## src/include/mem_subsys_defines.svh

```systemverilog
`ifndef MEM_SUBSYS_DEFINES_SVH
`define MEM_SUBSYS_DEFINES_SVH

// CPU word and address width.
`define WORD_WIDTH 16
`define DRAM_ADDR_WIDTH 25

// Address map bounds.
`define DRAM_LAST 16'hF7FF
`define LED_FIRST 16'hF800
`define LED_LAST 16'hF809
`define LED_COUNT 10

// Cycles from request strobe to ready pulse.
`define DRAM_LATENCY 4
`define DRAM_MODEL_WORDS 1024

// Instruction presented after reset, a nop.
`define NOP_INSTR 16'hF000

`endif

```

## src/design/mem_subsys_pkg.sv

```systemverilog
`default_nettype none

`include "mem_subsys_defines.svh"

package mem_subsys_pkg;

    typedef enum logic [1:0] {
        REGION_DRAM,
        REGION_LED,
        REGION_UNMAPPED
    } region_e;

    typedef logic [$clog2(`LED_COUNT)-1:0] led_idx_t;

    typedef struct packed {
        region_e                     region;
        logic [`DRAM_ADDR_WIDTH-1:0] dram_addr;
        led_idx_t                    led_idx;
    } addr_info_t;

    typedef struct packed {
        logic [`WORD_WIDTH-1:0] pc;
        logic [`WORD_WIDTH-1:0] data_addr;
        logic [`WORD_WIDTH-1:0] data_in;
        logic                   write_en;
    } cpu_port_t;

    typedef struct packed {
        logic                        strobe;
        logic [`DRAM_ADDR_WIDTH-1:0] addr;
        logic                        write_en;
        logic [`WORD_WIDTH-1:0]      wdata;
    } dram_req_t;

    typedef struct packed {
        logic                   ready;
        logic [`WORD_WIDTH-1:0] rdata;
    } dram_rsp_t;

endpackage

`default_nettype wire

```

## src/design/addr_decoder.sv

```systemverilog
`timescale 1ns/1ps
`default_nettype none

`include "mem_subsys_defines.svh"

module addr_decoder (
    input  wire logic [`WORD_WIDTH-1:0] addr,
    output mem_subsys_pkg::addr_info_t  info
);
    import mem_subsys_pkg::*;

    logic [`WORD_WIDTH-1:0] led_offset;

    assign led_offset = addr - `LED_FIRST;

    always_comb begin
        info = '0;
        if (addr <= `DRAM_LAST) begin
            info.region = REGION_DRAM;
        end else if (addr >= `LED_FIRST && addr <= `LED_LAST) begin
            info.region = REGION_LED;
        end else begin
            info.region = REGION_UNMAPPED;
        end

        // Only DRAM addresses reach the controller. Everything else reads word 0.
        if (info.region == REGION_DRAM) begin
            info.dram_addr = {{(`DRAM_ADDR_WIDTH - `WORD_WIDTH){1'b0}}, addr};
        end

        if (info.region == REGION_LED) begin
            info.led_idx = led_offset[$bits(led_idx_t)-1:0];
        end
    end

endmodule

`default_nettype wire

```

## config.mk

```make
export PLATFORM = sky130hd
export DESIGN_NAME = addr_decoder
export DESIGN_NICKNAME = d
export VERILOG_FILES = /design/src/design/mem_subsys_pkg.sv /design/src/design/addr_decoder.sv
export VERILOG_INCLUDE_DIRS = /design/src /design/src/include
export SDC_FILE = /design/constraint.sdc
export NUM_CORES = 1
export LEC_CHECK = 0
export BUFFER_PORTS_ARGS = -buffer_cell sky130_fd_sc_hd__buf_2
export CORE_AREA = 2 2 39 41
export DETAILED_ROUTE_END_ITERATION = 10
export DIE_AREA = 0 0 41 43
export GPL_TIMING_DRIVEN = 0
export PLACE_DENSITY = 0.69
export SLEW_MARGIN = 0
export SYNTH_ARGS = -nofsm -noshare
export SYNTH_HDL_FRONTEND = slang
export SYNTH_SLANG_ARGS = --single-unit
```

## constraint.sdc

```tcl
create_clock -name vclk -period 0.8
set_input_delay 0.04 -clock vclk [all_inputs]
set_output_delay 0.04 -clock vclk [all_outputs]
set_load 0.05 [all_outputs]
```

# Word level (Yosys, flattened, before mapping)
# Cells that the tools add are included.
[op_classes] n_lt_le_gt_ge=3 addsub=1 eq_ne=1 muxes=4 n_reduce_logical=2
[ops] operator="less-or-equal comparator 16 bit, second input constant" n=2
[ops] operator="greater-or-equal comparator 16 bit, second input constant" n=1
[ops] operator="two-way mux 16 bit" n=1
[ops] operator="two-way mux 2 bit" n=2
[ops] operator="two-way mux 4 bit" n=1
[ops] operator="subtractor 4 x 1 -> 4 bit, second input constant" n=1
[ops] operator="equality test 2 x 1 -> 1 bit, second input constant" n=1
[ops] operator="zero test 2 bit" n=1
[ops] operator="logical AND 1 bit" n=1
[word_totals] out_inout_bits=31 wordCells=11 inputBits=16 reg_bits=0

# Longest topological paths before layout
# Gate-level depths: netlist of run 1.
[depth] ltp_word=6 ltp_mapped=4 mapped_depth_nobuf=3

# Worst setup path after synthesis of run 1
# No wires, ideal clock.
[synth_timing] path_type="input port to output port" startpoint="in addr[13]" endpoint="out info[30] (netlist bit)" setup_slack_ns=-0.615 path_stages=4 arrival_ns=1.375 path_cell_list="and4_1 > nand2_2 > buf_2 > a31oi_1"
[synth_lines] element="from (decl)" line="addr_decoder.sv:7" text="input wire logic [`WORD_WIDTH-1:0] addr,"
[synth_lines] element="to (decl)" line="addr_decoder.sv:8" text="output mem_subsys_pkg::addr_info_t info"

==> summary.txt, run 1 <==
Status - finished, violations left
Failing checks - negative setup slack
DR DRC count - 0
Sequential fraction of the synthesis area - 0%
Layout area overhead - 205.4%
Worst path required time - 0.76 ns
Leading cell types in the layout, fill and taps excluded - 16 x buf_6, 15 x buf_8, 15 x and2_4
Drt pass-1 iters - 3
Fin. Hold Viols - 0
Initial antenna violation count - 0
Lkg Pwr - 0.4710 nW
Post-Syn Area - 302.8 um2
Pwr Total - 0.0006599 W
Layout cell share with drive strength beyond 1 - 85.87%
# port buffers - 38
Final core utilization - 66.82%
Final hold slack - 0.4178 ns
DP HPWL - 789.5 um
CP max-delay cell - nor4_4
Cell taking the most area after synthesis - and2_1
Synth top area share - 28.93%
Diode count - 0
Core Area - 0.001384 mm2
Setup crit start kind - primary input
Final GP Congestion - 0.5916
Cell row count - 14
Crit Path Max Fanout - 5
Largest cells by area after synthesis - and2_1 29%, buf_4 22%, nor3b_2 8.3%
Via Count - 450
Crit share post-route - 142.4%
Peak VDD IR - 0.4057 mV
Post-Syn Instances - 41
Vias in the first global route - 407
Critical path arrival - 1.10 ns
RSZ-0062 raised after global routing - true
CP Class - primary input to primary output
Vias per inst - 4.167
Minimum clock period - 1.140 ns
Most common cell after layout, fill and taps aside - buf_6
Seq. cell area - 0 um2
Power per cell area - 713.7 mW/mm2
Flip-flop and latch count - 0
Upper clock frequency limit - 877.5 MHz
Die ar. - 0.001763 mm2
Critical Path End Type - primary output
Final Max Tran Viols - 0
Inst Count DP - 103
Slowest cell delay on critical path - 0.33 ns
Routed wire length - 1148 um
Final #Nets - 110
Cell variety after synth - 16
CP Buf/Inv Count - 2
Post-placement worst setup slack - -0.4802 ns
First-pass GRT wire length - 1869 um
Drt wl/cell - 10.63 um
Initial DRC count - 1
GRT Overall Usage - 14.59%
Filler cells - 126
Top-Level Pins - 47
Number of synthesis warnings - 0
Synthesized area per cell - 7.385 um2
CP top delay family - simple AND/OR/NAND/NOR gates
Total gr overflow - 0
Routed Antenna Nets - 0
Max-cap violations - 0
Die Ht - 43 um
Clock buffers - 0
Largest net degree at the start of global routing - 6
Final setup viols - 21
Setup WS post-layout - -0.3395 ns
Initial Utilization - 21.88%
CTS Hold Bufs - 0
Non-filler cells, final - 108
Die W - 41 um
Worst Hold Class - primary input to primary output
CP cell instances - buf_8 -> nor4_4 -> nand4_4 -> nor3b_4 -> buf_6
==> kinds of logic after synthesis <==
logic type | count (synthesis) | share of synthesized area (%)
AO/OA/AOI/OAI | 2 | 3.719
buffers and inverters | 10 | 23.96
other | 1 | 1.238
AND/OR/NAND/NOR | 28 | 71.08
==> worst paths after layout <==
| check | start | to | slack (ns) | depth (start not counted) |
|---|---|---|---|---|
| hold / removal | addr[13] | info[17] | 0.42 | 3 |
| setup / recovery | addr[8] | info[2] | -0.34 | 5 |
==> area by class of cell <==
cell class                 instances  area (um2)  area share (%)
timing repair buffer              43       483.0           52.23
multi-input combinational         39       339.1           36.67
buffer                            10       82.58           8.931
tap                               16       20.02           2.165
==> repair_timing <==
| item | 4_1_cts | 5_1_grt |
|---|---|---|
| setup buffers | 4 | 0 |
| setup endpoints to repair | 22 | 22 |
| pin swaps | 15 | 5 |
| gates cloned | 1 | 0 |
| resized for setup | 76 | 4 |
==> metrics by stage <==
step,cell area (um2),setup TNS (ns)
global placement,605.6,-6.523
global route,924.6,-4.363
CTS,910.9,-3.722
finish,924.6,-3.689
detailed placement,605.6,-6.714
floorplan,395.4,-2.145
==> metal layers <==
layer	global-route usage (%)	vias to the layer above	wire, um
li1	-	224	-
met1	17.41	204	332
met2	27.19	22	709
met3	2.094	0	106
met4	0	0	0
met5	0	-	0
==> cells in the mapped netlist <==
master,instances
a31oi_1,1
buf_2,1
nor2_1,2
nor3b_2,2
nand2_1,2
nand4_4,1
and2_2,1
and2_1,14
buf_4,9
nor3_2,1
nor2b_1,2
o21ai_0,1
nand2_2,1
nor4_4,1
conb_1,1
and4_1,1
==> power by group <==
group	switching [W]	internal (W)	leakage, nW	total [W]
registers	0	0	0	0
logic	0.000378	0.000282	0.471	0.000660
clock network	0	0	0	0
total	0.000378	0.000282	0.471	0.000660
(Power assumes the default switching activity.)
==> run 2: changes to the inputs <==
Settings changed: GPL_TIMING_DRIVEN 0 to unset.
Clock period 0.8 ns to 0.95 ns, I/O delays scaled along.
==> run 2 against run 1 <==
Against the previous run:
- the run still ends with negative setup slack left
- combinational power shrank 18%
- cell area shrank 6.5%
- hold slack gained 0.016 ns
- count of clock-buffer cells in the layout is the same
- global-route usage grew 0.40 points
- utilization shrank 4.3 points
- highest routed layer unchanged
==> summary.txt, run 2 (synthesized netlist as in run 1, its figures left out) <==
Status - finished, violations left
Failing checks - negative setup slack
Peak VDD IR - 0.3061 mV (-25%)
First-pass GRT wire length - 1869 um (unchanged)
Lkg Pwr - 0.4173 nW (-11%)
Worst hold stages - 3 (unchanged)
Die Ht - 43 um (unchanged)
Vias per inst - 4.218 (+1.2%)
Gr busiest metal - met2
Crit share post-route - 125.0%
RSZ-0062 raised after global routing - true
Final setup viols - 8 (-62%)
Final GP Congestion - 0.6641 (+12%)
Final Max Tran Viols - 0 (unchanged)
Final core utilization - 62.48% (-4.3 points)
TNS Setup - -1.049 ns (+2.640 ns)
CTS Hold Bufs - 0 (unchanged)
Initial antenna violation count - 0 (unchanged)
Worst Hold Class - primary input to primary output
P_int - 0.0002191 W (-22%)
Met2 usage - 31.25% (+4.1 points)
GRT Overall Usage - 14.99% (+0.40 points)
Layout area overhead - 185.5%
Largest net degree at the start of global routing - 9 (+3)
Net Sw Frac - 59.54% (+2.2 points)
Filler cells - 120 (-4.8%)
Hold path start - addr[14]
Die W - 41 um (unchanged)
Leading cell types in the layout, fill and taps excluded - 15 x and2_4, 15 x buf_8, 12 x buf_6
Diode count - 0 (unchanged)
Vias in the first global route - 442 (+8.6%)
Upper clock frequency limit - 841.9 MHz
Total gr overflow - 0 (unchanged)
Final hold slack - 0.4333 ns (+0.01551 ns)
Setup WS post-layout - -0.2378 ns (+0.1018 ns)
Psw - 0.0003224 W (-15%)
DR DRC count - 0 (unchanged)
Crit path launch - addr[8]
Drt pass-1 iters - 2 (-1)
Combinational Power Share - 100.0% (about the same)
Dpl cell area - 538.0 um2 (-11%)
Via Count - 426 (-5.3%)
Setup crit start kind - primary input
M1 GR Usage - 15.51% (-1.9 points)
Seq pwr share - 0% (unchanged)
Crit Path Max Fanout - 5 (unchanged)
CP Class - primary input to primary output
Final #Nets - 103 (-6.4%)
Initial Utilization - 21.88% (unchanged)
DP HPWL - 742.2 um (-6.0%)
Fin. Hold Viols - 0 (unchanged)
M3 GR Usage - 0.5236% (-1.6 points)
Pwr Total - 0.0005416 W (-18%)
Power per cell area - 626.4 mW/mm2 (-12%)
Cell row count - 14 (unchanged)
Top-Level Pins - 47 (unchanged)
Initial DRC count - 1 (unchanged)
Routed wire length - 1206 um (+5.1%)
Clock share of power - 0% (unchanged)
Flip-flop and latch count - 0 (unchanged)
Die ar. - 0.001763 mm2 (unchanged)
Clock buffers - 0 (unchanged)
Seq. cell area - 0 um2 (unchanged)
Minimum clock period - 1.188 ns
Worst path required time - 0.90 ns (+0.14 ns)
Max-cap violations - 0 (unchanged)
# port buffers - 38 (unchanged)
Drt wl/cell - 11.94 um (+12%)
Critical path arrival - 1.14 ns (+0.04 ns)
Critical Path End Type - primary output
Layout cell share with drive strength beyond 1 - 84.71% (-1.2 points)
Design area - 864.6 um2 (-6.5%)
Core Area - 0.001384 mm2 (unchanged)
Routed Antenna Nets - 0 (unchanged)
-- run 2: changes by cell type in the layout (fill, tap and decap cells not counted), sizes merged --
cell and delta:
buf -7, clkbuf -1, nand2 +1
-- run 2: path summary, 6_finish.rpt --
check        to  slack (ns)
max     info[3]       -0.24
min    info[18]        0.43
-- run 2: per-layer routing --
layer  up-vias  share of wire, %
li1        206                 -
met1       194                33
met2        26                60
met3         0               7.0
met4         0                 0
met5         -                 0
-- run 2: cell type report --
type	instances	area [um2]	share of cell area (%)
tap	16	20.02	2.315
multi-input combinational	40	364.1	42.11
timing repair buffer	45	480.5	55.57
-- run 2: through the flow --
| step | std cells | setup WS [ns] |
|---|---|---|
| detailed placement | 97 | -0.3170 |
| floorplan | 49 | -0.2071 |
| global placement | 97 | -0.2745 |
| global route | 101 | -0.3149 |
| finish | 101 | -0.2378 |
| CTS | 100 | -0.2372 |
-- run 2: critical path, cell delays in order --
cell     delay [ns]
buf_6          0.10
nor4_4         0.33
nand4_4        0.23
buf_4          0.20
nor2_4         0.07
buf_6          0.16
-- run 2: repair_timing --
item / 4_1_cts / 5_1_grt
buffers inserted: 2 / 1
endpoints found under the setup margin: 21 / 21
gates cloned: 1 / 0
gates resized for setup: 80 / 5
pin swaps: 18 / 7
-- run 2: power groups by stage --
stage | Sequential, W | Combinational [W] | Clock, W
floorplan | 0 | 0.000310 | 0
global placement | 0 | 0.000379 | 0
detailed placement | 0 | 0.000381 | 0
CTS | 0 | 0.000528 | 0
global route | 0 | 0.000563 | 0
finish | 0 | 0.000542 | 0
==> run 3: changes to the inputs <==
Settings changed: ABC_AREA set to 1, PLACE_DENSITY 0.69 to 0.7.
==> run 3 against run 2 <==
Against the previous run:
- highest routed layer unchanged
- utilization is 6.1 points lower
- the flow now finishes without violations
- via count grew 22%
- maximum frequency increased by 32%
- total power fell by 14%
- cell area is 9.7% lower
- routed wire length shrank 7.8%
==> summary.txt, run 3 <==
Status - finished clean
Layout area overhead - 145.7%
Initial antenna violation count - 0 (unchanged)
Pwr Total - 0.0004680 W (-14%)
Worst path required time - 0.90 ns (about the same)
Synth top cells by count - 29 x nor2_1, 17 x inv_1, 11 x nand2_1
Design area - 780.7 um2 (-9.7%)
P_int - 0.0001393 W (-36%)
Top-Level Pins - 47 (unchanged)
Seq. cell area - 0 um2 (unchanged)
Dpl cell area - 541.8 um2 (+0.70%)
Initial Utilization - 22.97% (+1.1 points)
Minimum clock period - 0.9032 ns (-0.2846 ns)
Crit Path Max Fanout - 7 (+2)
Power per cell area - 599.5 mW/mm2 (-4.3%)
Diode count - 0 (unchanged)
DP HPWL - 798.4 um (+7.6%)
Cell row count - 14 (unchanged)
Drt wl/cell - 8.688 um (-27%)
Crit share post-route - 95.07% (-30 points)
Fin. Hold Viols - 0 (unchanged)
RSZ-0062 raised after global routing - true
Vias in the first global route - 354 (-20%)
Combinational Power Share - 100.0% (about the same)
Non-filler cells, final - 128 (+27%)
CP Class - primary input to primary output
Routed Antenna Nets - 0 (unchanged)
Sequential fraction of the synthesis area - 0% (unchanged)
Clock buffers - 0 (unchanged)
Clock share of power - 0% (unchanged)
CP most frequent cell - buf_4
Total gr overflow - 0 (unchanged)
Critical Path End Type - primary output
Post-Syn Area - 317.8 um2 (+5.0%)
Core Area - 0.001384 mm2 (unchanged)
Final setup viols - 0 (-8)
Final hold slack - 0.4447 ns (+0.01147 ns)
WP depth - 8 (+2)
Synthesized area per cell - 4.414 um2 (-40%)
Psw - 0.0003288 W (+2.0%)
Net Sw Frac - 70.25% (+11 points)
Largest net degree at the start of global routing - 16 (+7)
Final Max Tran Viols - 0 (unchanged)
Worst Hold Class - primary input to primary output
Peak VDD IR - 0.3183 mV (+4.0%)
Layout cell share with drive strength beyond 1 - 66.96% (-18 points)
Final #Nets - 130 (+26%)
Die ar. - 0.001763 mm2 (unchanged)
Initial DRC count - 4 (+3)
GRT Overall Usage - 10.29% (-4.7 points)
Max-cap violations - 0 (unchanged)
DR DRC count - 0 (unchanged)
Slowest cell delay on critical path - 0.20 ns (-0.13 ns)
Drt pass-1 iters - 4 (+2)
Cell variety after synth - 10 (-6)
CP max-delay cell - buf_4
Upper clock frequency limit - 1107 MHz (+32%)
Seq pwr share - 0% (unchanged)
Via Count - 521 (+22%)
Flip-flop and latch count - 0 (unchanged)
Inst Count DP - 127 (+31%)
Synth top area share - 34.25% (+5.3 points)
CP Capture Point - info[10]
# port buffers - 38 (unchanged)
Post-CTS setup buffer count - 0 (-2)
Vias per inst - 4.070 (-3.5%)
Number of synthesis warnings - 0 (unchanged)
Most used standard cell by instance count after synthesis - nor2_1
Die Ht - 43 um (unchanged)
Lkg Pwr - 0.4383 nW (+5.0%)
First-pass GRT wire length - 1352 um (-28%)
Die W - 41 um (unchanged)
Routed wire length - 1112 um (-7.8%)
Setup crit start kind - primary input
Cell taking the most area after synthesis - nor2_1
Critical path arrival - 0.86 ns (-0.28 ns)
CP Buf/Inv Count - 4 (+1)
CP cell instances - buf_2 -> nand2_2 -> nor2_4 -> buf_4 -> nand2_8 -> inv_8 -> nor2_1 -> buf_4
TNS Setup - 0 ns (+1.049 ns)
Post-Syn Instances - 72 (+76%)
Largest cells by area after synthesis - nor2_1 34%, buf_4 21%, inv_1 20%
CP top delay family - buffers and inverters
Leading cell types in the layout, fill and taps excluded - 17 x buf_6, 16 x buf_2, 15 x nor2_2
CTS Hold Bufs - 0 (unchanged)
Crit path launch - addr[13]
Final GP Congestion - 0.6476 (-2.5%)
Most common cell after layout, fill and taps aside - buf_6
## run 3: cell count changes in the layout (fill, tap and decap cells not counted), sizes merged, moves of 2 or more
cell	change
nor2	+28
inv	+19
and2	-15
nand2	+8
buf	-4
nor2b	-2
nor3b	-2
## run 3: area by class of cell
cell class,instances,area (um2)
Fill cell,133,603.1
Timing Repair Buffer,41,346.6
Multi-Input combinational cell,52,327.8
Inverter,18,75.07
Tap cell,16,20.02
Timing Repair inverter,1,11.26
## run 3: worst min path at each step
stage / startpoint / endpoint / slack, ns / depth (start not counted)
after global placement: addr[15] / info[19] / 0.47 / 4
after floorplan: addr[2] / info[2] / 0.27 / 2
after global routing: addr[13] / info[17] / 0.47 / 4
final: addr[12] / info[16] / 0.44 / 4
after detailed placement: addr[15] / info[19] / 0.47 / 4
after CTS: addr[15] / info[19] / 0.45 / 4
## run 3: what timing repair did
item / in CTS / in global routing
endpoints found under the hold margin: 0 / 0
setup endpoints to repair: 20 / 21
resized for setup: 29 / 50
pin swaps: 1 / 9
cloned: 0 / 1
## run 3: stage by stage
step | setup WS [ns] | utilization [%]
after floorplan | -0.1411 | -
after global placement | -0.1041 | 39.15
after detailed placement | -0.1146 | 39.15
after global routing | -0.02406 | 56.42
after CTS | 0.008184 | 44.94
final | 0.04683 | 56.42
## run 3: kinds of logic after synthesis
family / share of synthesized area [%]
and+or+nand+nor: 51.18
other: 1.180
buffers and inverters: 46.06
AOI/OAI and AO/OA: 1.573
## run 3: power by group through the flow
stage	Clock [W]	Sequential (W)	Combinational, W
finish	0	0	0.000468
detailed placement	0	0	0.000373
global placement	0	0	0.000370
CTS	0	0	0.000399
global route	0	0	0.000493
floorplan	0	0	0.000315
## run 3: per-layer routing
layer / vias to the layer above / routed length (um) / track usage [%]
met1: 232 / 393 / 13.61
met2: 25 / 624 / 18.75
met4: 0 / 0 / 0
met5: - / 0 / 0
li1: 264 / - / -
met3: 0 / 94 / 0
