<file path="src/include/mem_subsys_defines.svh">
`ifndef MEM_SUBSYS_DEFINES_SVH
`define MEM_SUBSYS_DEFINES_SVH

// CPU word and address width.
`define WORD_WIDTH 16
`define DRAM_ADDR_WIDTH 25

// Address map bounds.
`define DRAM_LAST 16'hF7FF
`define LED_FIRST 16'hF800
`define LED_LAST 16'hF809
`define LED_COUNT 10

// Cycles from request strobe to ready pulse.
`define DRAM_LATENCY 4
`define DRAM_MODEL_WORDS 1024

// Instruction presented after reset, a nop.
`define NOP_INSTR 16'hF000

`endif

</file>
<file path="src/design/mem_subsys_pkg.sv">
`default_nettype none

`include "mem_subsys_defines.svh"

package mem_subsys_pkg;

    typedef enum logic [1:0] {
        REGION_DRAM,
        REGION_LED,
        REGION_UNMAPPED
    } region_e;

    typedef logic [$clog2(`LED_COUNT)-1:0] led_idx_t;

    typedef struct packed {
        region_e                     region;
        logic [`DRAM_ADDR_WIDTH-1:0] dram_addr;
        led_idx_t                    led_idx;
    } addr_info_t;

    typedef struct packed {
        logic [`WORD_WIDTH-1:0] pc;
        logic [`WORD_WIDTH-1:0] data_addr;
        logic [`WORD_WIDTH-1:0] data_in;
        logic                   write_en;
    } cpu_port_t;

    typedef struct packed {
        logic                        strobe;
        logic [`DRAM_ADDR_WIDTH-1:0] addr;
        logic                        write_en;
        logic [`WORD_WIDTH-1:0]      wdata;
    } dram_req_t;

    typedef struct packed {
        logic                   ready;
        logic [`WORD_WIDTH-1:0] rdata;
    } dram_rsp_t;

endpackage

`default_nettype wire

</file>
<file path="src/design/mem_map.sv">
`timescale 1ns/1ps
`default_nettype none

`include "mem_subsys_defines.svh"

module mem_map (
    input  wire logic                        clk,
    input  wire logic                        rst,
    input  wire logic                        cpu_ready,
    input  wire mem_subsys_pkg::cpu_port_t   cpu,
    input  wire mem_subsys_pkg::addr_info_t  pc_info,
    input  wire mem_subsys_pkg::addr_info_t  data_info,
    input  wire mem_subsys_pkg::dram_rsp_t   dram_rsp,
    output mem_subsys_pkg::dram_req_t        dram_req,
    output logic [`WORD_WIDTH-1:0]           instr,
    output logic [`WORD_WIDTH-1:0]           read_data,
    output logic [`LED_COUNT-1:0]            led,
    output logic                             busy
);
    import mem_subsys_pkg::*;

    typedef enum logic [2:0] {
        ST_IDLE,
        ST_FETCH_INSTR,
        ST_WAIT,
        ST_INSTR_OUT,
        ST_FETCH_DATA,
        ST_DATA_OUT
    } state_e;

    state_e                      state;
    state_e                      next_state;
    logic                        got_instr;
    logic [`WORD_WIDTH-1:0]      last_pc;
    logic                        start;
    logic                        issue_fetch;
    logic                        issue_data;
    logic                        led_write;
    logic                        strobe_q;
    logic [`DRAM_ADDR_WIDTH-1:0] addr_q;
    logic                        write_en_q;
    logic [`WORD_WIDTH-1:0]      wdata_q;

    // A new access cycle needs a pc we have not served yet.
    assign start = cpu_ready && (cpu.pc != last_pc);

    assign issue_fetch = (state == ST_IDLE) && start;
    assign issue_data  = (state == ST_INSTR_OUT);
    assign led_write   = cpu.write_en && (data_info.region == REGION_LED);

    assign busy = (state != ST_IDLE) && (state != ST_DATA_OUT);

    always_comb begin
        next_state = state;
        case (state)
            ST_IDLE:
                if (start)
                    next_state = ST_FETCH_INSTR;
            ST_FETCH_INSTR:
                next_state = ST_WAIT;
            // The same wait state serves both accesses.
            ST_WAIT:
                if (dram_rsp.ready)
                    next_state = got_instr ? ST_DATA_OUT : ST_INSTR_OUT;
            ST_INSTR_OUT:
                next_state = ST_FETCH_DATA;
            ST_FETCH_DATA:
                next_state = ST_WAIT;
            ST_DATA_OUT:
                next_state = ST_IDLE;
            default:
                next_state = ST_IDLE;
        endcase
    end

    always_ff @(posedge clk) begin
        if (!rst) begin
            state     <= ST_IDLE;
            got_instr <= 1'b0;
            last_pc   <= '1;
            strobe_q  <= 1'b0;
            instr     <= `NOP_INSTR;
            read_data <= '0;
            led       <= '0;
        end else begin
            state <= next_state;

            // One strobe cycle per DRAM request.
            strobe_q <= issue_fetch || issue_data;

            // all ones while the CPU is not ready, so any pc restarts
            if (!cpu_ready) begin
                last_pc <= '1;
            end else if (issue_fetch) begin
                last_pc <= cpu.pc;
            end

            if (issue_fetch) begin
                got_instr <= 1'b0;
            end

            if (state == ST_WAIT && dram_rsp.ready) begin
                if (got_instr) begin
                    read_data <= dram_rsp.rdata;
                end else begin
                    instr     <= dram_rsp.rdata;
                    got_instr <= 1'b1;
                end
            end

            // Visible in the data strobe cycle.
            if (issue_data && led_write) begin
                led[data_info.led_idx] <= cpu.data_in[0];
            end
        end
    end

    always_ff @(posedge clk) begin
        if (issue_fetch) begin
            addr_q     <= pc_info.dram_addr;
            write_en_q <= 1'b0;
            wdata_q    <= cpu.data_in;
        end else if (issue_data) begin
            addr_q     <= data_info.dram_addr;
            write_en_q <= cpu.write_en && (data_info.region == REGION_DRAM);
            wdata_q    <= cpu.data_in;
        end
    end

    always_comb begin
        dram_req.strobe   = strobe_q;
        dram_req.addr     = addr_q;
        dram_req.write_en = write_en_q;
        dram_req.wdata    = wdata_q;
    end

endmodule

`default_nettype wire

</file>
<file path="config.mk">
export PLATFORM = sky130hd
export DESIGN_NAME = mem_map
export DESIGN_NICKNAME = d
export VERILOG_FILES = /design/src/design/mem_subsys_pkg.sv /design/src/design/mem_map.sv
export VERILOG_INCLUDE_DIRS = /design/src /design/src/include
export SDC_FILE = /design/constraint.sdc
export NUM_CORES = 1
export LEC_CHECK = 0
export BUFFER_PORTS_ARGS = -buffer_cell sky130_fd_sc_hd__clkbuf_2
export CAP_MARGIN = 25
export CORE_MARGIN = 1
export CORE_UTILIZATION = 46
export CTS_CLUSTER_DIAMETER = 40
export CTS_CLUSTER_SIZE = 20
export DETAILED_ROUTE_END_ITERATION = 7
export PLACE_DENSITY = 0.8
export SETUP_SLACK_MARGIN = 0.4
export SYNTH_ARGS = -nofsm -noshare
export SYNTH_HDL_FRONTEND = slang
export SYNTH_SLANG_ARGS = --single-unit
</file>
<file path="constraint.sdc">
create_clock -name clk -period 3.1 [get_ports clk]
set_input_delay 0.31 -clock clk [delete_from_list [all_inputs] [get_ports clk]]
set_output_delay 0.31 -clock clk [all_outputs]
set_load 0.03 [all_outputs]
</file>
======== Word-level counts from Yosys, hierarchy flattened ========
Index checks and enable logic that the tools add are counted.
storage, ports and cells
  memory bits (writable) .................. 0
  bits in latches ......................... 0
  register bits after elaboration ......... 105
  input port bits ......................... 131
  memories ................................ 0
  ROM bits ................................ 0
cells by class
  div/mod/pow operators ................... 0
  equality and inequality tests ........... 9
  reduce and logical (&&, ||, !) cells .... 18
  multiplexer cells ....................... 14
  bitwise logic cells ..................... 1
  $add $sub $neg .......................... 0
  multipliers ............................. 0
  shift-type cells ........................ 0
  $lt $le $gt $ge ......................... 2
operator list
  kind                count
  $mux 25             2
  $mux 16             2
  $ne 16x16->1        1
  $pmux 3 s4          1
  $bwmux 10           1
  $mux 3              3
  $logic_and 1x1->1   8
  $reduce_and 2->1    4
  $eq 3x2->1 const B  2
  $lt 4x5->1 const B  1
  $demux 1 s4         1
  $ge 4x1->1 const B  1
  $mux 1              4
  $ne 2x2->1 const B  2
  $eq 3x1->1 const B  1
  $eq 3x3->1 const B  1
  $logic_not 3->1     1
  $ne 3x3->1 const B  1
  $reduce_bool 3->1   1
  $eq 2x1->1 const B  1
  $logic_not 2->1     1
  $reduce_bool 2->1   1
  $reduce_or 2->1     1
  $logic_or 1x1->1    1
  $not 1->1           1

======== Depth between registers and ports, before layout ========
Gate-level depths: netlist of run 1.
  depth in word-level cells ............... 6
  mapped depth ............................ 8
  gate-level depth less buffers ........... 5

======== Worst setup path before layout of run 1 ========
No wires, ideal clock.
  path kind ............................... input-to-reg
  start ................................... input cpu[33] (netlist bit)
  end ..................................... register addr_q[0], enable pin
  arrival time ............................ 2.389 ns
  setup slack ............................. 0.306 ns
  stages .................................. 6
  library setup time ...................... 0.405 ns
  path buffers ............................ 1
  path through ............................ xnor2_1 > nand4_1 > nor4_2 > nor4_4 > buf_4 > nand2b_1
between the ends
  word-level cells in the longest chain between the ends .. 4
ends and longest elaborated chain
  item                                line            RTL
  from (decl)                         mem_map.sv:10   input wire mem_subsys_pkg::cpu_port_t cpu,
  $ne 16x16->1                        mem_map.sv:45   assign start = cpu_ready && (cpu.pc != last_pc);
  $logic_and 1x1->1                   mem_map.sv:45
  $logic_and 1x1->1                   mem_map.sv:47   assign issue_fetch = (state == ST_IDLE) && start;
  $reduce_bool 2->1 (no source line)  -
  to (signal assigned)                mem_map.sv:120  addr_q <= pc_info.dram_addr;
  to (signal assigned)                mem_map.sv:124  addr_q <= data_info.dram_addr;
  to (decl)                           mem_map.sv:40   logic [`DRAM_ADDR_WIDTH-1:0] addr_q;
No other way between the ends.
A chain may end at the register's enable or synchronous reset.

======== Final worst setup path of run 1 ========
  start ................................... register last_pc[0]
  end ..................................... register addr_q[14] (data pin)
between the ends
  word-level cells in the longest chain between the ends .. 4
ends and longest elaborated chain
  item                    line            RTL
  from (decl)             mem_map.sv:34   logic [`WORD_WIDTH-1:0] last_pc;
  from (signal assigned)  mem_map.sv:95   last_pc <= cpu.pc;
  $ne 16x16->1            mem_map.sv:45
  $logic_and 1x1->1       mem_map.sv:45
  $logic_and 1x1->1       mem_map.sv:47
  $mux 25                 mem_map.sv:119  if (issue_fetch) begin
No other way between the ends.

==> impl_metrics.xml, run 1 <==
<?xml version="1.0" encoding="UTF-8"?>
<metrics>
  <group name="place">
    <metric name="detailed_place.area" unit="µm²">5363</metric>
    <metric name="gp_congestion" unit="">0.7979</metric>
    <metric name="portBuffers" unit="">194</metric>
    <metric name="detailedPlace.worstSlack" unit="ns">0.9592</metric>
    <metric name="hpwlAfterDp" unit="µm">7340</metric>
  </group>
  <group name="detailed_routing">
    <metric name="drt_wl_total" unit="µm">9656</metric>
    <metric name="num_vias" unit="">3331</metric>
    <metric name="drt_iter0_markers" unit="">100</metric>
    <metric name="firstDrtPassIters" unit="">4</metric>
    <metric name="vias_per_cell" unit="">4.942</metric>
    <metric name="postRouteAntennaNets" unit="">0</metric>
    <metric name="remaining_drc_errors" unit="">0</metric>
    <metric name="avgRoutedWirePerCell" unit="µm">14.33</metric>
  </group>
  <group name="setup_path">
    <metric name="worstPathRequired" unit="ns">3.21</metric>
    <metric name="critPathArrivalTime" unit="ns">2.15</metric>
    <metric name="crit_fanout" unit="">22</metric>
    <metric name="critical_path_class" unit="">reg2reg</metric>
    <metric name="worstSetupEndpointType" unit="">flip-flop</metric>
    <metric name="critPathLaunchType" unit="">flip-flop</metric>
  </group>
  <group name="floorplan">
    <metric name="die_h" unit="µm">98.99</metric>
    <metric name="dieArea" unit="µm²">9798</metric>
    <metric name="placementRows" unit="">35</metric>
    <metric name="dieWidth" unit="µm">98.99</metric>
    <metric name="start_util" unit="%">47.05</metric>
    <metric name="core_region_area" unit="µm²">9196</metric>
    <metric name="ios" unit="">217</metric>
  </group>
  <group name="clocking">
    <metric name="postCtsResizedCells" unit="">0</metric>
    <metric name="clk_transition_reported_paths" unit="ns">0.10</metric>
    <metric name="cts_post_setup_buffers_inserted" unit="">0</metric>
    <metric name="cts-htree-levels" unit="">3</metric>
    <metric name="postCtsHoldBufs" unit="">0</metric>
    <metric name="clock-root-buffer" unit="">sky130_fd_sc_hd__clkbuf_8</metric>
    <metric name="clock_sink_count" unit="">105</metric>
    <metric name="clock_latency_at_the_later_pin_of_the_worst_skew_pair" unit="ns">0.36</metric>
    <metric name="clock_tree_from_tritoncts" unit="">built</metric>
    <metric name="ctsLongestPathBuffers" unit="">2</metric>
    <metric name="cts_buffers" unit="">9</metric>
  </group>
  <group name="yosys">
    <metric name="synth.top_cells.by_area" unit="">sky130_fd_sc_hd__dfxtp_1 30%, sky130_fd_sc_hd__edfxtp_1 28%, sky130_fd_sc_hd__mux2i_1 9.9%</metric>
    <metric name="syn_area_per_cell" unit="µm²">11.73</metric>
    <metric name="synth_top_area_share" unit="%">29.61</metric>
    <metric name="ys_seq_elements" unit="">105</metric>
    <metric name="synth.yosys.warnings" unit="">0</metric>
    <metric name="syn-instance-count" unit="">369</metric>
    <metric name="yosys.area.top_type" unit="">sky130_fd_sc_hd__dfxtp_1</metric>
    <metric name="synth_nets" unit="">500</metric>
    <metric name="seq_area_frac_synth" unit="%">58.07</metric>
    <metric name="netlist_area" unit="µm²">4327</metric>
    <metric name="ys_types" unit="">32</metric>
  </group>
  <group name="global_routing">
    <metric name="global_route.overflow_total" unit="">0</metric>
    <metric name="grt_antenna_before_repair" unit="">0</metric>
    <metric name="vias_in_the_first_global_route" unit="">3225</metric>
    <metric name="grt_use_total" unit="%">19.83</metric>
    <metric name="grt_pass1_wl" unit="µm">15220</metric>
    <metric name="grt_start_max_net_pins" unit="">49</metric>
  </group>
  <group name="timing">
    <metric name="timing.final.crit_period" unit="ns">2.039</metric>
    <metric name="drv_slew" unit="">0</metric>
    <metric name="period_share" unit="%">65.78</metric>
    <metric name="worst_slew_pin_slew" unit="ns">0.9583</metric>
    <metric name="rsz0062_at_grt" unit="">no</metric>
    <metric name="max-slew-margin-rel" unit="%">35.96</metric>
    <metric name="finClkSkew" unit="ns">0.01449</metric>
    <metric name="finalHoldViolations" unit="">0</metric>
    <metric name="tns" unit="ns">0</metric>
    <metric name="maxClockFrequency" unit="GHz">0.4904</metric>
    <metric name="fin_worst_hold_slack" unit="ns">0.1225</metric>
    <metric name="final_critical_path_setup_slack" unit="ns">1.061</metric>
    <metric name="finalSetupViolations" unit="">0</metric>
  </group>
  <group name="finish">
    <metric name="multi_input_gate_area_in_the_final_layout" unit="µm²">1692</metric>
    <metric name="num_antenna_cells" unit="">0</metric>
    <metric name="fillerInstances" unit="">790</metric>
    <metric name="final_area" unit="µm²">5555</metric>
    <metric name="final_layout_size_suffix_gt1_share" unit="%">43.16</metric>
    <metric name="layout-area-overhead-vs-synth" unit="%">28.40</metric>
    <metric name="design.final.nets" unit="">689</metric>
    <metric name="layout.area.seq" unit="µm²">2512</metric>
  </group>
  <group name="hold_path">
    <metric name="worstHoldPathType" unit="">in2reg</metric>
  </group>
  <group name="power_and_ir_drop">
    <metric name="power_per_cell_area" unit="nW/µm²">519.8</metric>
    <metric name="peakVddDrop" unit="mV">0.3417</metric>
    <metric name="static-leakage-power" unit="nW">2.541</metric>
  </group>
  <group name="run">
    <metric name="maxCapViolCount" unit="">0</metric>
  </group>
  <group name="run_status">
    <metric name="outcome" unit="">finished clean</metric>
  </group>
</metrics>
==> power breakdown <==
part           internal, mW  switching [mW]  total (mW)
clock network         0.342           0.474       0.816
registers              1.53          0.0321        1.57
logic                 0.193           0.312       0.505
==> cell families after synthesis <==
logic type | share of synthesized area (%)
XOR/XNOR | 3.441
flip-flops | 58.07
AO/OA/AOI/OAI | 3.037
buffers and inverters | 2.892
multiplexers | 16.45
AND/OR/NAND/NOR | 16.11
==> worst max-delay path: stages, from the launching register on <==
cell,delay (ns)
sky130_fd_sc_hd__dfxtp_1,0.33
sky130_fd_sc_hd__xnor2_1,0.18
sky130_fd_sc_hd__nand4_1,0.15
sky130_fd_sc_hd__nor4_2,0.45
sky130_fd_sc_hd__nor4_4,0.09
sky130_fd_sc_hd__buf_4,0.24
sky130_fd_sc_hd__mux2_1,0.34
==> through the flow <==
stage | power [mW] | util [%] | std cells
4_1_cts | 2.926 | 60.41 | 674
2_1_floorplan | 1.937 | - | 369
3_3_place_gp | 2.096 | 58.31 | 658
3_5_place_dp | 2.109 | 58.31 | 658
6_report | 2.888 | 60.41 | 674
5_1_grt | 3.026 | 60.41 | 674
==> worst paths after layout <==
path	endpoint	startpoint	slack [ns]	cells past startpoint
max	addr_q[14]	last_pc[0]	1.06	6
min	wdata_q[6]	cpu[7]	0.12	1
max reg2reg	addr_q[14]	last_pc[0]	1.06	6
min reg2reg	instr[10]	instr[10]	0.47	2
==> cell type report <==
type / instances / share of cell area (%)
clock inverter: 7 / 1.239
tap: 111 / 2.500
timing repair buffer: 200 / 18.29
multi-input combinational: 241 / 30.45
inverter: 1 / 0.06757
sequential: 105 / 45.23
clock buffer: 9 / 2.230
==> synth_stat cells (all sizes together) <==
master	count
dfxtp	64
mux2i	43
edfxtp	41
nand2	38
nor2	38
nor2b	29
mux2	25
xnor2	17
buf	13
a21boi	12
clkbuf	9
nand3	8
nand3b	6
a21oi	4
nand4	4
nand2b	3
nor4	3
nor3	2
nor4b	2
a2bb2oi	1
and2	1
and4bb	1
inv	1
nand4b	1
o21a	1
o21ai	1
or2	1
==> flip-flops by register name, summed over array words and instances, names as in the netlist <==
| register | cells |
|---|---|
| read_data | 16 |
| wdata_q | 16 |
| instr | 16 |
| state | 3 |
| last_pc | 16 |
| led | 10 |
| strobe_q | 1 |
| addr_q | 25 |
| got_instr | 1 |
| write_en_q | 1 |
==> layer usage <==
layer | vias to the layer above | routed length [µm] | track usage, % | share of wire (%)
met1 | 1543 | 3821 | 22.84 | 40
met2 | 126 | 4965 | 35.40 | 51
met5 | - | 0 | 0 | 0
li1 | 1648 | - | - | -
met4 | 0 | 167 | 7.118 | 1.7
met3 | 14 | 701 | 5.177 | 7.3
==> cell usage in the layout (no fill, tap or decap), drive strengths merged, types with 2 or more instances in the layout <==
cell    count
nand3       8
a21boi     12
clkbuf    203
xnor2      17
buf         6
nand2      38
mux2       25
clkinv      3
nand4       4
nor2b      29
inv         3
nand3b      6
mux2i      43
nor4        3
nor2       38
edfxtp     41
nand2b      3
nor4b       2
nor3        2
a21oi       4
dfxtp      64
Note: power is estimated with default switching activity, not from simulation.
==> inputs of run 2 (changes only) <==
CORE_UTILIZATION = 41   (was 46)
PLACE_DENSITY = 0.76   (was 0.8)
clock period = 1.84 ns   (was 3.1 ns; I/O delays follow)
==> impl_metrics.xml, run 2 (same netlist as run 1, synthesis figures left out) <==
<?xml version="1.0" encoding="UTF-8"?>
<metrics>
  <group name="run_status">
    <metric name="outcome" unit="">finished with violations</metric>
    <metric name="failed_checks" unit="">negative setup slack</metric>
  </group>
  <group name="floorplan">
    <metric name="placementRows" unit="">37</metric>
    <metric name="dieArea" unit="µm²">10970</metric>
    <metric name="ios" unit="">217</metric>
    <metric name="dieWidth" unit="µm">104.7</metric>
    <metric name="core_region_area" unit="µm²">10280</metric>
    <metric name="die_h" unit="µm">104.7</metric>
    <metric name="start_util" unit="%">42.10</metric>
  </group>
  <group name="finish">
    <metric name="final_layout_size_suffix_gt1_share" unit="%">53.09</metric>
    <metric name="mostFrequentLayoutCells" unit="">194 x sky130_fd_sc_hd__clkbuf_2, 56 x sky130_fd_sc_hd__dfxtp_1, 43 x sky130_fd_sc_hd__mux2i_1</metric>
    <metric name="multi_input_gate_area_in_the_final_layout" unit="µm²">1936</metric>
    <metric name="layout-area-overhead-vs-synth" unit="%">45.49</metric>
    <metric name="design.final.nets" unit="">725</metric>
    <metric name="fin_util" unit="%">61.25</metric>
    <metric name="largest_register_ffs" unit="">25</metric>
    <metric name="regMostFlops" unit="">addr_q</metric>
    <metric name="layout_commonest_cell" unit="">sky130_fd_sc_hd__clkbuf_2</metric>
    <metric name="layout.area.seq" unit="µm²">2525</metric>
    <metric name="final_cell_count_no_fill" unit="">736</metric>
    <metric name="fillerInstances" unit="">860</metric>
  </group>
  <group name="place">
    <metric name="detailedPlace.worstSlack" unit="ns">-0.09821</metric>
    <metric name="hpwlAfterDp" unit="µm">7524</metric>
    <metric name="gp_congestion" unit="">0.7342</metric>
    <metric name="portBuffers" unit="">194</metric>
    <metric name="place.detailed.instances" unit="">694</metric>
  </group>
  <group name="power_and_ir_drop">
    <metric name="static-leakage-power" unit="nW">2.886</metric>
    <metric name="peakVddDrop" unit="mV">0.4060</metric>
    <metric name="power_per_cell_area" unit="nW/µm²">815.1</metric>
  </group>
  <group name="detailed_routing">
    <metric name="drt_iter0_markers" unit="">126</metric>
    <metric name="avgRoutedWirePerCell" unit="µm">14.74</metric>
    <metric name="firstDrtPassIters" unit="">4</metric>
    <metric name="remaining_drc_errors" unit="">0</metric>
    <metric name="postRouteAntennaNets" unit="">0</metric>
    <metric name="num_vias" unit="">3472</metric>
    <metric name="vias_per_cell" unit="">4.717</metric>
    <metric name="drt_wl_total" unit="µm">10850</metric>
  </group>
  <group name="timing">
    <metric name="final_critical_path_setup_slack" unit="ns">-0.1471</metric>
    <metric name="max-slew-margin-rel" unit="%">72.12</metric>
    <metric name="worst_slew_pin_slew" unit="ns">0.4173</metric>
    <metric name="fin_worst_hold_slack" unit="ns">0.02303</metric>
    <metric name="timing.final.crit_period" unit="ns">1.987</metric>
    <metric name="maxClockFrequency" unit="GHz">0.5032</metric>
    <metric name="tns" unit="ns">-4.548</metric>
    <metric name="period_share" unit="%">108.0</metric>
    <metric name="drv_slew" unit="">0</metric>
    <metric name="finClkSkew" unit="ns">0.01331</metric>
    <metric name="rsz0062_at_grt" unit="">yes</metric>
    <metric name="finalSetupViolations" unit="">71</metric>
    <metric name="finalHoldViolations" unit="">0</metric>
  </group>
  <group name="hold_path">
    <metric name="worstHoldPathType" unit="">in2reg</metric>
    <metric name="min_path_cells" unit="">1</metric>
    <metric name="min_from" unit="">cpu[4]</metric>
    <metric name="worst_hold_path.endpoint" unit="">wdata_q[3]</metric>
  </group>
  <group name="setup_path">
    <metric name="critPathLaunchType" unit="">flip-flop</metric>
    <metric name="critical_path_class" unit="">reg2reg</metric>
    <metric name="r2r_startpoint" unit="">last_pc[2]</metric>
    <metric name="worstPathRequired" unit="ns">1.97</metric>
    <metric name="r2r_cells" unit="">8</metric>
    <metric name="critPathArrivalTime" unit="ns">2.12</metric>
    <metric name="worst_r2r_endpoint" unit="">addr_q[17]</metric>
    <metric name="crit_fanout" unit="">6</metric>
    <metric name="r2r_slack" unit="ns">-0.15</metric>
    <metric name="worstSetupEndpointType" unit="">flip-flop</metric>
  </group>
  <group name="clocking">
    <metric name="ctsLongestPathBuffers" unit="">2</metric>
    <metric name="cts-htree-levels" unit="">3</metric>
    <metric name="clock_tree_from_tritoncts" unit="">built</metric>
    <metric name="clock_sink_count" unit="">105</metric>
    <metric name="cts_buffers" unit="">9</metric>
    <metric name="clock_latency_at_the_later_pin_of_the_worst_skew_pair" unit="ns">0.38</metric>
    <metric name="clk_transition_reported_paths" unit="ns">0.10</metric>
    <metric name="clock-root-buffer" unit="">sky130_fd_sc_hd__clkbuf_8</metric>
  </group>
  <group name="run">
    <metric name="maxCapViolCount" unit="">0</metric>
  </group>
  <group name="global_routing">
    <metric name="grt_start_max_net_pins" unit="">43</metric>
    <metric name="grt_antenna_before_repair" unit="">1</metric>
    <metric name="grt_pass1_wl" unit="µm">15850</metric>
    <metric name="global_route.overflow_total" unit="">0</metric>
    <metric name="vias_in_the_first_global_route" unit="">3286</metric>
    <metric name="grt_use_total" unit="%">18.55</metric>
  </group>
</metrics>
==> run 2: stage by stage <==
step	total power, mW	cell area (µm²)
detailed placement	3.617	5535
CTS	5.072	5968
global route	5.339	6295
floorplan	3.279	4377
global placement	3.592	5535
finish	5.131	6295
==> run 2: layer usage <==
metal  GRT usage (%)  vias up  wire [µm]
li1                -     1721          -
met1           21.69     1615       4374
met2           33.16      124       5777
met3           2.433       12        503
met4           9.457        0        189
met5               0        -          0
==> run 2: how the worst max path moves through the flow <==
stage	from	endpoint	slack, ns	depth (start not counted)
after floorplan	last_pc[0]	addr_q[0]	-0.12	6
after global placement	last_pc[3]	addr_q[8]	-0.06	7
after detailed placement	last_pc[3]	addr_q[18]	-0.1	7
after CTS	last_pc[14]	addr_q[18]	-0.10	7
after global routing	last_pc[2]	addr_q[6]	-0.21	8
final	last_pc[2]	addr_q[17]	-0.15	8
==> run 2: area by class of cell <==
cell class / count / area share (%)
multi-input combinational: 242 / 30.75
timing repair buffer: 235 / 23.22
sequential: 105 / 40.11
antenna: 1 / 0.03975
clock buffer: 10 / 2.365
clock inverter: 6 / 0.7553
tap: 136 / 2.703
inverter: 1 / 0.05963
==> run 2: timing repair <==
action | CTS | global route
cloned | 0 | 5
setup buffers | 2 | 4
hold buffers | 14 | 0
setup endpoints to repair | 119 | 118
pin swaps | 2 | 32
hold endpoints to repair | 14 | 0
resized for setup | 23 | 69
==> run 2: power breakdown <==
group | leakage [nW] | internal [mW] | switching (mW) | total [mW]
logic | 1.87 | 0.482 | 0.599 | 1.08
registers | 0.910 | 2.59 | 0.0590 | 2.64
clock network | 0.104 | 0.592 | 0.813 | 1.41
==> run 2: critical path, cell delays in order (launching register included) <==
cell                        delay (ns)
sky130_fd_sc_hd__dfxtp_2          0.35
sky130_fd_sc_hd__xnor2_2          0.13
sky130_fd_sc_hd__nand4_1          0.13
sky130_fd_sc_hd__nor4_2           0.06
sky130_fd_sc_hd__buf_4            0.14
sky130_fd_sc_hd__nor4_4           0.22
sky130_fd_sc_hd__buf_6            0.19
sky130_fd_sc_hd__clkbuf_16        0.17
sky130_fd_sc_hd__mux2_2           0.34
